--- config.mk ---
export PLATFORM = sky130hd
export DESIGN_NAME = cache_hier
export DESIGN_NICKNAME = d
export VERILOG_FILES = /design/src/cache_pkg.sv /design/src/cache_hier.sv /design/src/l1_arbiter.sv /design/src/l1_cache.sv /design/src/l2_cache.sv /design/src/line_store.sv
export SDC_FILE = /design/constraint.sdc
export NUM_CORES = 2
export LEC_CHECK = 0
export BUFFER_PORTS_ARGS = -buffer_cell sky130_fd_sc_hd__buf_2
export CORE_MARGIN = 8
export CORE_UTILIZATION = 60
export CTS_CLUSTER_SIZE = 25
export DETAILED_ROUTE_END_ITERATION = 12
export PLACE_DENSITY_LB_ADDON = 0.15
export SLEW_MARGIN = 5
export SYNTH_ARGS = -nofsm -noshare
export SYNTH_HDL_FRONTEND = slang
export SYNTH_HIERARCHICAL = 1
export SYNTH_SLANG_ARGS = --single-unit
--- constraint.sdc ---
create_clock -name clk -period 18.3 [get_ports clk]
set_clock_uncertainty 0.2 [all_clocks]
set_input_delay 0.915 -clock clk [delete_from_list [all_inputs] [get_ports clk]]
set_output_delay 0.915 -clock clk [all_outputs]
set_load 0.01 [all_outputs]
--- src/cache_pkg.sv ---
package cache_pkg;

   ////////////////////////////////////////////////////////////
   // Widths and address split
   ////////////////////////////////////////////////////////////
   localparam int ADDR_W     = 16;                        // Byte address
   localparam int DATA_W     = 32;                        // One word per line
   localparam int STRB_W     = DATA_W / 8;                // Byte strobes per word
   localparam int BYTE_OFF_W = 2;
   localparam int L1_IDX_W   = 3;                         // 8 lines
   localparam int L2_IDX_W   = 5;                         // 32 lines
   localparam int L1_TAG_W   = ADDR_W - L1_IDX_W - BYTE_OFF_W;
   localparam int L2_TAG_W   = ADDR_W - L2_IDX_W - BYTE_OFF_W;

   ////////////////////////////////////////////////////////////
   // Request and line entries
   ////////////////////////////////////////////////////////////
   typedef struct packed {
      logic [ADDR_W-1:0] addr;
      logic [DATA_W-1:0] wdata;
      logic [STRB_W-1:0] wstrb;                           // Zero means read
   } cache_req_t;

   typedef struct packed {
      logic [L1_TAG_W-1:0] tag;
      logic [DATA_W-1:0]   data;
   } l1_entry_t;

   typedef struct packed {
      logic [L2_TAG_W-1:0] tag;
      logic [DATA_W-1:0]   data;
   } l2_entry_t;

   // Controller states shared by both levels
   typedef enum logic [2:0] {
      ST_IDLE,
      ST_LOOKUP,                                          // Line store read
      ST_COMPARE,                                         // Tag check
      ST_DOWN,                                            // Waiting on next level
      ST_DONE                                             // Ready pulse
   } cache_state_t;

   function automatic logic [L1_IDX_W-1:0] l1_idx(input logic [ADDR_W-1:0] addr);
      return addr[BYTE_OFF_W +: L1_IDX_W];
   endfunction

   function automatic logic [L1_TAG_W-1:0] l1_tag(input logic [ADDR_W-1:0] addr);
      return addr[ADDR_W-1 -: L1_TAG_W];
   endfunction

   function automatic logic [L2_IDX_W-1:0] l2_idx(input logic [ADDR_W-1:0] addr);
      return addr[BYTE_OFF_W +: L2_IDX_W];
   endfunction

   function automatic logic [L2_TAG_W-1:0] l2_tag(input logic [ADDR_W-1:0] addr);
      return addr[ADDR_W-1 -: L2_TAG_W];
   endfunction

   // Byte-wise merge of a write into a stored word
   function automatic logic [DATA_W-1:0] strb_merge(input logic [DATA_W-1:0] old_word,
                                                    input logic [DATA_W-1:0] new_word,
                                                    input logic [STRB_W-1:0] strb);
      logic [DATA_W-1:0] res;
      res = old_word;
      for (int b = 0; b < STRB_W; b++)
      begin
         if (strb[b])
         begin
            res[8*b +: 8] = new_word[8*b +: 8];
         end
      end
      return res;
   endfunction

endpackage

--- src/cache_hier.sv ---
`timescale 1ns/1ps

module cache_hier
   import cache_pkg::*;
(
   input  logic              clk,
   input  logic              i_rst_n,
   // Processor port
   input  logic              i_valid,
   input  logic              i_instr,                     // Selects the instruction L1
   input  cache_req_t        i_req,
   output logic              o_ready,
   output logic [DATA_W-1:0] o_rdata,
   // Native memory port
   output logic              o_mem_valid,
   output cache_req_t        o_mem_req,
   input  logic              i_mem_ready,
   input  logic [DATA_W-1:0] i_mem_rdata
);

   logic              instr_valid;
   logic              data_valid;
   logic              l1i_ready;
   logic [DATA_W-1:0] l1i_rdata;
   logic              l1d_ready;
   logic [DATA_W-1:0] l1d_rdata;
   logic              l1i_mem_valid;                      // L1 miss streams
   cache_req_t        l1i_mem_req;
   logic              l1i_mem_ready;
   logic              l1d_mem_valid;
   cache_req_t        l1d_mem_req;
   logic              l1d_mem_ready;
   logic              l2_valid;                           // Merged stream into L2
   cache_req_t        l2_req;
   logic              l2_ready;
   logic [DATA_W-1:0] l2_rdata;

   ////////////////////////////////////////////////////////////
   // Port split and response merge
   ////////////////////////////////////////////////////////////
   assign instr_valid = i_valid && i_instr;
   assign data_valid  = i_valid && !i_instr;
   assign o_ready     = l1i_ready | l1d_ready;
   assign o_rdata     = l1d_ready ? l1d_rdata : l1i_rdata;

   l1_cache #(.IS_INSTR(1'b1)) l1_i (
      .clk         (clk),
      .i_rst_n     (i_rst_n),
      .i_valid     (instr_valid),
      .i_req       (i_req),
      .o_ready     (l1i_ready),
      .o_rdata     (l1i_rdata),
      .o_mem_valid (l1i_mem_valid),
      .o_mem_req   (l1i_mem_req),
      .i_mem_ready (l1i_mem_ready),
      .i_mem_rdata (l2_rdata)                             // Taken only by the owner
   );

   l1_cache #(.IS_INSTR(1'b0)) l1_d (
      .clk         (clk),
      .i_rst_n     (i_rst_n),
      .i_valid     (data_valid),
      .i_req       (i_req),
      .o_ready     (l1d_ready),
      .o_rdata     (l1d_rdata),
      .o_mem_valid (l1d_mem_valid),
      .o_mem_req   (l1d_mem_req),
      .i_mem_ready (l1d_mem_ready),
      .i_mem_rdata (l2_rdata)
   );

   l1_arbiter u_arb (
      .clk        (clk),
      .i_rst_n    (i_rst_n),
      .i_i_valid  (l1i_mem_valid),
      .i_i_req    (l1i_mem_req),
      .o_i_ready  (l1i_mem_ready),
      .i_d_valid  (l1d_mem_valid),
      .i_d_req    (l1d_mem_req),
      .o_d_ready  (l1d_mem_ready),
      .o_l2_valid (l2_valid),
      .o_l2_req   (l2_req),
      .i_l2_ready (l2_ready)
   );

   l2_cache u_l2 (
      .clk         (clk),
      .i_rst_n     (i_rst_n),
      .i_valid     (l2_valid),
      .i_req       (l2_req),
      .o_ready     (l2_ready),
      .o_rdata     (l2_rdata),
      .o_mem_valid (o_mem_valid),
      .o_mem_req   (o_mem_req),
      .i_mem_ready (i_mem_ready),
      .i_mem_rdata (i_mem_rdata)
   );

endmodule

--- src/l1_arbiter.sv ---
`timescale 1ns/1ps

module l1_arbiter
   import cache_pkg::*;
(
   input  logic       clk,
   input  logic       i_rst_n,
   // Instruction L1 miss port
   input  logic       i_i_valid,
   input  cache_req_t i_i_req,
   output logic       o_i_ready,
   // Data L1 miss port
   input  logic       i_d_valid,
   input  cache_req_t i_d_req,
   output logic       o_d_ready,
   // Shared L2 port
   output logic       o_l2_valid,
   output cache_req_t o_l2_req,
   input  logic       i_l2_ready
);

   typedef enum logic [1:0] {
      OWN_NONE,
      OWN_I,
      OWN_D
   } owner_t;

   owner_t owner_q;
   owner_t owner_d;
   logic   done_q;                                        // L2 completed last cycle

   ////////////////////////////////////////////////////////////
   // Grant held until the L2 ready
   ////////////////////////////////////////////////////////////
   always_comb
   begin
      owner_d = owner_q;
      case (owner_q)
         OWN_NONE:
         begin
            if (i_i_valid)
            begin
               owner_d = OWN_I;                           // Instruction side first
            end
            else if (i_d_valid)
            begin
               owner_d = OWN_D;
            end
         end
         OWN_I:   if (i_l2_ready) owner_d = i_d_valid ? OWN_D : OWN_NONE; // Hand over if waiting
         OWN_D:   if (i_l2_ready) owner_d = i_i_valid ? OWN_I : OWN_NONE;
         default: owner_d = OWN_NONE;
      endcase
   end

   always_ff @(posedge clk)
   begin
      if (!i_rst_n)
      begin
         owner_q <= OWN_NONE;
         done_q  <= 1'b0;
      end
      else
      begin
         owner_q <= owner_d;
         done_q  <= i_l2_ready;
      end
   end

   // Masked after completion so L2 sees a fresh request
   assign o_l2_valid = !done_q && (((owner_q == OWN_I) && i_i_valid) ||
                                   ((owner_q == OWN_D) && i_d_valid));
   assign o_l2_req   = (owner_q == OWN_D) ? i_d_req : i_i_req;
   assign o_i_ready  = i_l2_ready && (owner_q == OWN_I);
   assign o_d_ready  = i_l2_ready && (owner_q == OWN_D);

endmodule

--- src/l1_cache.sv ---
`timescale 1ns/1ps

module l1_cache
   import cache_pkg::*;
#(
   parameter bit IS_INSTR = 1'b0                          // 1 on the instruction side
)
(
   input  logic              clk,
   input  logic              i_rst_n,
   // Processor side
   input  logic              i_valid,
   input  cache_req_t        i_req,
   output logic              o_ready,
   output logic [DATA_W-1:0] o_rdata,
   // Toward L2 through the arbiter
   output logic              o_mem_valid,
   output cache_req_t        o_mem_req,
   input  logic              i_mem_ready,
   input  logic [DATA_W-1:0] i_mem_rdata
);

   cache_state_t        state_q;
   cache_state_t        state_d;
   l1_entry_t           rd_entry;
   logic                rd_valid;
   logic                wr_en;
   l1_entry_t           wr_entry;
   logic [L1_IDX_W-1:0] idx;
   logic [L1_TAG_W-1:0] tag;
   logic                is_write;
   logic                hit;
   logic [DATA_W-1:0]   rdata_q;                         // Word returned with ready

   assign idx      = l1_idx(i_req.addr);                  // Request is held, so index is stable
   assign tag      = l1_tag(i_req.addr);
   assign is_write = |i_req.wstrb;
   assign hit      = rd_valid && (rd_entry.tag == tag);

   line_store #(
      .T_ENTRY (l1_entry_t),
      .IDX_W   (L1_IDX_W)
   ) u_store (
      .clk        (clk),
      .i_rst_n    (i_rst_n),
      .i_rd_idx   (idx),
      .o_rd_entry (rd_entry),
      .o_rd_valid (rd_valid),
      .i_wr_en    (wr_en),
      .i_wr_idx   (idx),
      .i_wr_entry (wr_entry)
   );

   ////////////////////////////////////////////////////////////
   // Controller FSM
   ////////////////////////////////////////////////////////////
   always_comb
   begin
      state_d = state_q;
      case (state_q)
         ST_IDLE:    state_d = i_valid ? ST_LOOKUP : ST_IDLE;
         ST_LOOKUP:  state_d = ST_COMPARE;
         ST_COMPARE: state_d = (hit && !is_write) ? ST_DONE : ST_DOWN; // Writes always go down
         ST_DOWN:    state_d = i_mem_ready ? ST_DONE : ST_DOWN;
         ST_DONE:    state_d = ST_IDLE;                   // Master drops valid here
         default:    state_d = ST_IDLE;
      endcase
   end

   always_ff @(posedge clk)
   begin
      if (!i_rst_n)
      begin
         state_q <= ST_IDLE;
      end
      else
      begin
         state_q <= state_d;
      end
   end

   // Strobe merge on write hit and fill on read miss
   always_comb
   begin
      wr_en         = 1'b0;
      wr_entry.tag  = tag;
      wr_entry.data = i_mem_rdata;                        // Fill word
      if ((state_q == ST_COMPARE) && hit && is_write)
      begin
         wr_en         = 1'b1;
         wr_entry.data = strb_merge(rd_entry.data, i_req.wdata, i_req.wstrb);
      end
      else if ((state_q == ST_DOWN) && i_mem_ready && !is_write)
      begin
         wr_en = 1'b1;
      end
   end

   always_ff @(posedge clk)
   begin
      if (state_q == ST_COMPARE)
      begin
         rdata_q <= rd_entry.data;                        // Hit data
      end
      else if ((state_q == ST_DOWN) && i_mem_ready)
      begin
         rdata_q <= i_mem_rdata;                          // Miss data
      end
   end

   assign o_ready     = (state_q == ST_DONE);
   assign o_rdata     = rdata_q;
   assign o_mem_valid = (state_q == ST_DOWN);
   assign o_mem_req   = i_req;                            // Forwarded unchanged

   // Request held steady until the ready pulse
   a_req_stable : assert property (@(posedge clk) disable iff (!i_rst_n)
      (i_valid && !o_ready) |=> (i_valid && $stable(i_req)))
      else $error("%s L1: request changed before ready", IS_INSTR ? "instr" : "data");

   // Arbiter only passes L2 ready to the side that is waiting
   a_mem_owner : assert property (@(posedge clk) disable iff (!i_rst_n)
      i_mem_ready |-> o_mem_valid)
      else $error("%s L1: downstream ready without request", IS_INSTR ? "instr" : "data");

endmodule

--- src/l2_cache.sv ---
`timescale 1ns/1ps

module l2_cache
   import cache_pkg::*;
(
   input  logic              clk,
   input  logic              i_rst_n,
   // From the arbiter
   input  logic              i_valid,
   input  cache_req_t        i_req,
   output logic              o_ready,
   output logic [DATA_W-1:0] o_rdata,
   // Native memory port
   output logic              o_mem_valid,
   output cache_req_t        o_mem_req,
   input  logic              i_mem_ready,
   input  logic [DATA_W-1:0] i_mem_rdata
);

   cache_state_t        state_q;
   cache_state_t        state_d;
   l2_entry_t           rd_entry;
   logic                rd_valid;
   logic                wr_en;
   l2_entry_t           wr_entry;
   logic [L2_IDX_W-1:0] idx;
   logic [L2_TAG_W-1:0] tag;
   logic                is_write;
   logic                hit;
   logic [DATA_W-1:0]   rdata_q;

   assign idx      = l2_idx(i_req.addr);
   assign tag      = l2_tag(i_req.addr);
   assign is_write = |i_req.wstrb;                        // Zero strobes is a read
   assign hit      = rd_valid && (rd_entry.tag == tag);

   line_store #(
      .T_ENTRY (l2_entry_t),
      .IDX_W   (L2_IDX_W)
   ) u_store (
      .clk        (clk),
      .i_rst_n    (i_rst_n),
      .i_rd_idx   (idx),
      .o_rd_entry (rd_entry),
      .o_rd_valid (rd_valid),
      .i_wr_en    (wr_en),
      .i_wr_idx   (idx),
      .i_wr_entry (wr_entry)
   );

   ////////////////////////////////////////////////////////////
   // Controller FSM
   ////////////////////////////////////////////////////////////
   always_comb
   begin
      state_d = state_q;
      case (state_q)
         ST_IDLE:    state_d = i_valid ? ST_LOOKUP : ST_IDLE;
         ST_LOOKUP:  state_d = ST_COMPARE;
         ST_COMPARE: state_d = (hit && !is_write) ? ST_DONE : ST_DOWN;
         ST_DOWN:    state_d = i_mem_ready ? ST_DONE : ST_DOWN; // Memory delay varies
         ST_DONE:    state_d = ST_IDLE;
         default:    state_d = ST_IDLE;
      endcase
   end

   always_ff @(posedge clk)
   begin
      if (!i_rst_n)
      begin
         state_q <= ST_IDLE;
      end
      else
      begin
         state_q <= state_d;
      end
   end

   // Write hit merges under strobes, read miss fills from memory
   always_comb
   begin
      wr_en         = 1'b0;
      wr_entry.tag  = tag;
      wr_entry.data = i_mem_rdata;
      if ((state_q == ST_COMPARE) && hit && is_write)
      begin
         wr_en         = 1'b1;
         wr_entry.data = strb_merge(rd_entry.data, i_req.wdata, i_req.wstrb);
      end
      else if ((state_q == ST_DOWN) && i_mem_ready && !is_write)
      begin
         wr_en = 1'b1;                                    // No allocate on write miss
      end
   end

   always_ff @(posedge clk)
   begin
      if (state_q == ST_COMPARE)
      begin
         rdata_q <= rd_entry.data;
      end
      else if ((state_q == ST_DOWN) && i_mem_ready)
      begin
         rdata_q <= i_mem_rdata;
      end
   end

   assign o_ready     = (state_q == ST_DONE);             // One-cycle pulse
   assign o_rdata     = rdata_q;
   assign o_mem_valid = (state_q == ST_DOWN);
   assign o_mem_req   = i_req;

   // Arbiter must keep the granted request steady
   a_req_stable : assert property (@(posedge clk) disable iff (!i_rst_n)
      (i_valid && !o_ready) |=> (i_valid && $stable(i_req)))
      else $error("L2: request changed before ready");

endmodule

--- src/line_store.sv ---
`timescale 1ns/1ps

module line_store
#(
   parameter type T_ENTRY = logic [31:0],                 // Tag plus data word
   parameter int  IDX_W   = 3                             // log2 of line count
)
(
   input  logic             clk,
   input  logic             i_rst_n,
   input  logic [IDX_W-1:0] i_rd_idx,
   output T_ENTRY           o_rd_entry,                   // One cycle after i_rd_idx
   output logic             o_rd_valid,
   input  logic             i_wr_en,
   input  logic [IDX_W-1:0] i_wr_idx,
   input  T_ENTRY           i_wr_entry
);

   T_ENTRY                entries [0:(1<<IDX_W)-1];
   logic [(1<<IDX_W)-1:0] line_vld;                      // One bit per line
   logic                  bypass;                        // Read hits the line being written

   assign bypass = i_wr_en && (i_wr_idx == i_rd_idx);

   ////////////////////////////////////////////////////////////
   // Entry array with registered read
   ////////////////////////////////////////////////////////////
   always_ff @(posedge clk)
   begin
      if (i_wr_en)
      begin
         entries[i_wr_idx] <= i_wr_entry;
      end
      o_rd_entry <= bypass ? i_wr_entry : entries[i_rd_idx]; // New entry wins
   end

   // Valid bits cleared on reset
   always_ff @(posedge clk)
   begin
      if (!i_rst_n)
      begin
         line_vld   <= '0;
         o_rd_valid <= 1'b0;
      end
      else
      begin
         if (i_wr_en)
         begin
            line_vld[i_wr_idx] <= 1'b1;                   // Any write fills the line
         end
         o_rd_valid <= bypass | line_vld[i_rd_idx];
      end
   end

endmodule

==> reports/metrics.yaml <==
status: "finished, final reports clean"
max_freq_mhz: 120
synth.distinct_cells: 53
io_pins: 175
postCtsSetupRepairBufs: 0
cts_inserted_buffers: 206
rsz0062_at_grt: "false"
hold_ws_ns: 0.204
cts_resized: 0
fin_crit_sh_pct: 45.6
io_buffer_count: 174
clock_path_buffers: 3
grt_first_pass_wirelength_um: 303000
yosys_warnings: 6
wl_per_cell_um: 33.7
cts_tree: "yes"
cts-root-buf: "clkbuf_16"
finalCriticalPeriod_ns: 8.35
power.internal_mw: 8.05
synth_edf_count: 2096
syn_avg_cell_area_um2: 21.5
power.net_switching_mw: 2.17
clkPwrFrac_pct: 40.6
p_comb_share_pct: 5.9
fp.dieW_um: 400
area_growth_syn_to_layout_pct: 9.78
insertion_delay_ns: 0.83
leakage_nw: 31.2
maxCapViolCount: 0
worstPathArrival_ns: 8.61
cp-start-kind: "flop"
htree_levels: 4
ys_seq_area_share_pct: 72.9
hpwl_um: 129000
cts_hold_repair.buffers: 0
finalSetupViolations: 0
synth_seq_cells: 2170
drc_errors: 0
antenna_found_initial: 22
core-area_um2: 147000
syn_nets: 4193
synthArstFlopShare_pct: 0
vias: 41800
crit_fanout: 70
end_kind: "flop"
pwr_density_cell_nw_per_um2: 105
hold_class: "input port to flop"
die_h_um: 400
gp_congestion: 0.839
hold_viol: 0
timing.setup.tns_ns: 0
fin_area_um2: 97000
grt_usage_pct: 26.7
path_clk_slew_ns: 0.06
die_area_um2: 160000
grt_pass1_vias: 40500
critical_path_class: "flop to flop"
max-vdd-ir-drop_mv: 0.109
vias_per_cell: 6.60
drv_slew: 0
tightest_slew_ns: 1.17
syn-cell-area_um2: 88400
power_frac_seq_pct: 53.5
grt_overflow: 0
switching_share_pct: 21.2
synthCells: 4104
dr.first_iter.drc_count: 5445
fp-row-count: 141
wl_um: 213000
place_area_um2: 90400
grt_max_degree: 117
cts.sinks: 2170
synth-main-ff-cell: "edfxtp_1"
drive_gt1_share_pct: 36.5
cp.required_ns: 18.56
firstDrtPassIters: 5
initial_core_util_pct: 60.1
finalNetCount: 4309
ant_nets: 0
timing.slew.headroom_pct: 21.5
synth_stat cells (36+ instances only):
cell      instances  area (um2)
buf_2            55         275
buf_4           168        1260
clkbuf_1         80         300
dfxtp_1          74        1480
edfxtp_1       2096       62900
mux2_2          300        3380
mux2_4          109        1640
mux4_1           36         946
mux4_2          556       12500
nand2_1         276        1040
nor2_1           56         210
o21a_1           51         383
layout make-up:
cell class                 count  area, um2
multi-input combinational   1560      21900
tap                         1930       2410
fill                        9362      49900
inverter                       7       26.3
sequential                  2170      64500
clock buffer                 269       5530
clock inverter               119       1050
antenna                        5       12.5
timing repair buffer         275       1650
worst paths after layout:
kind	from	cells after the start	end	slack [ns]
setup / recovery	flop	13	u_l2/u_store/entries[3][17]	9.95
hold / removal	i_mem_rdata[19]	3	u_l2/o_rdata[19]	0.20
setup reg to reg	flop	13	u_l2/u_store/entries[3][17]	9.95
hold reg to reg	u_l2/u_store/line_vld[14]	1	u_l2/u_store/line_vld[14]	0.26
stage by stage:
| stage | worst slack [ns] | cells | util, % | total power, mW |
|---|---|---|---|---|
| floorplan | 12.09 | 4104 | - | 5.98 |
| global placement | 10.07 | 5942 | 61.5 | 6.17 |
| detailed placement | 9.96 | 5942 | 61.5 | 6.18 |
| CTS | 9.91 | 6330 | 66.0 | 10.3 |
| global route | 9.64 | 6331 | 66.0 | 10.5 |
| finish | 9.95 | 6335 | 66.0 | 10.2 |
cell usage in the layout (no fill, tap or decap), types with 12 or more instances in the layout:
cell / count
mux2_4: 109
mux4_2: 556
xnor2_1: 20
mux2_2: 300
nor4_1: 13
nor2_4: 44
clkbuf_1: 55
clkbuf_16: 211
mux4_1: 36
xor2_1: 22
clkinv_1: 47
dfxtp_1: 63
nand2_1: 275
o21a_1: 51
clkinv_2: 42
buf_2: 174
edfxtp_1: 2096
bufinv_16: 16
buf_4: 99
nor2_1: 12
kinds of logic after synthesis:
kind of cell	count (synthesis)	share of synthesized area (%)
AOI/OAI and AO/OA	78	0.640
xor gates and xnor gates	42	0.416
DFF	2170	72.9
and+or+nand+nor	426	2.18
buffers and inverters	374	2.80
muxes	1014	21.1
routing by layer:
metal,routed length (um),part of all wire (%),vias up,global-route usage (%)
met3,24600,12,267,6.61
met5,61,0.029,-,0
met2,97900,46,2193,39.7
met4,4300,2.0,8,5.81
met1,86600,41,22300,40.8
li1,-,-,17100,-
flip-flops by register name, summed over array words and instances, names as in the netlist, named ones only:
register,count
u_arb/done_q,1
l1_d/state_q,3
u_l2/state_q,3
l1_d/u_store/o_rd_valid,1
u_arb/owner_q,2
u_l2/u_store/entries,1312
l1_i/o_rdata,32
l1_d/o_rdata,32
u_l2/u_store/line_vld,32
l1_i/state_q,3
l1_d/u_store/entries,344
l1_i/u_store/o_rd_valid,1
u_l2/o_rdata,32
l1_d/u_store/line_vld,8
l1_i/u_store/line_vld,8
u_l2/u_store/o_rd_valid,1
l1_i/u_store/entries,344
power by group through the flow:
stage | clock, mW | sequential, mW | combinational, mW
final | 4.15 | 5.46 | 0.608
after global routing | 4.38 | 5.46 | 0.636
after CTS | 4.21 | 5.47 | 0.607
after detailed placement | 0 | 5.57 | 0.604
after global placement | 0 | 5.57 | 0.597
after floorplan | 0 | 5.55 | 0.434
worst max-delay path, stage by stage, from the launching register on:
cell	delay, ns
dfxtp_4	0.74
buf_4	0.66
buf_4	0.75
buf_4	0.88
mux4_2	0.44
mux4_2	0.53
mux2_2	0.30
xor2_1	0.16
nor4_1	0.40
nand2_1	0.14
o22ai_1	0.49
nand3_1	0.77
nor2_4	0.78
buf_4	0.54
Power figures use the tool's default switching activity.
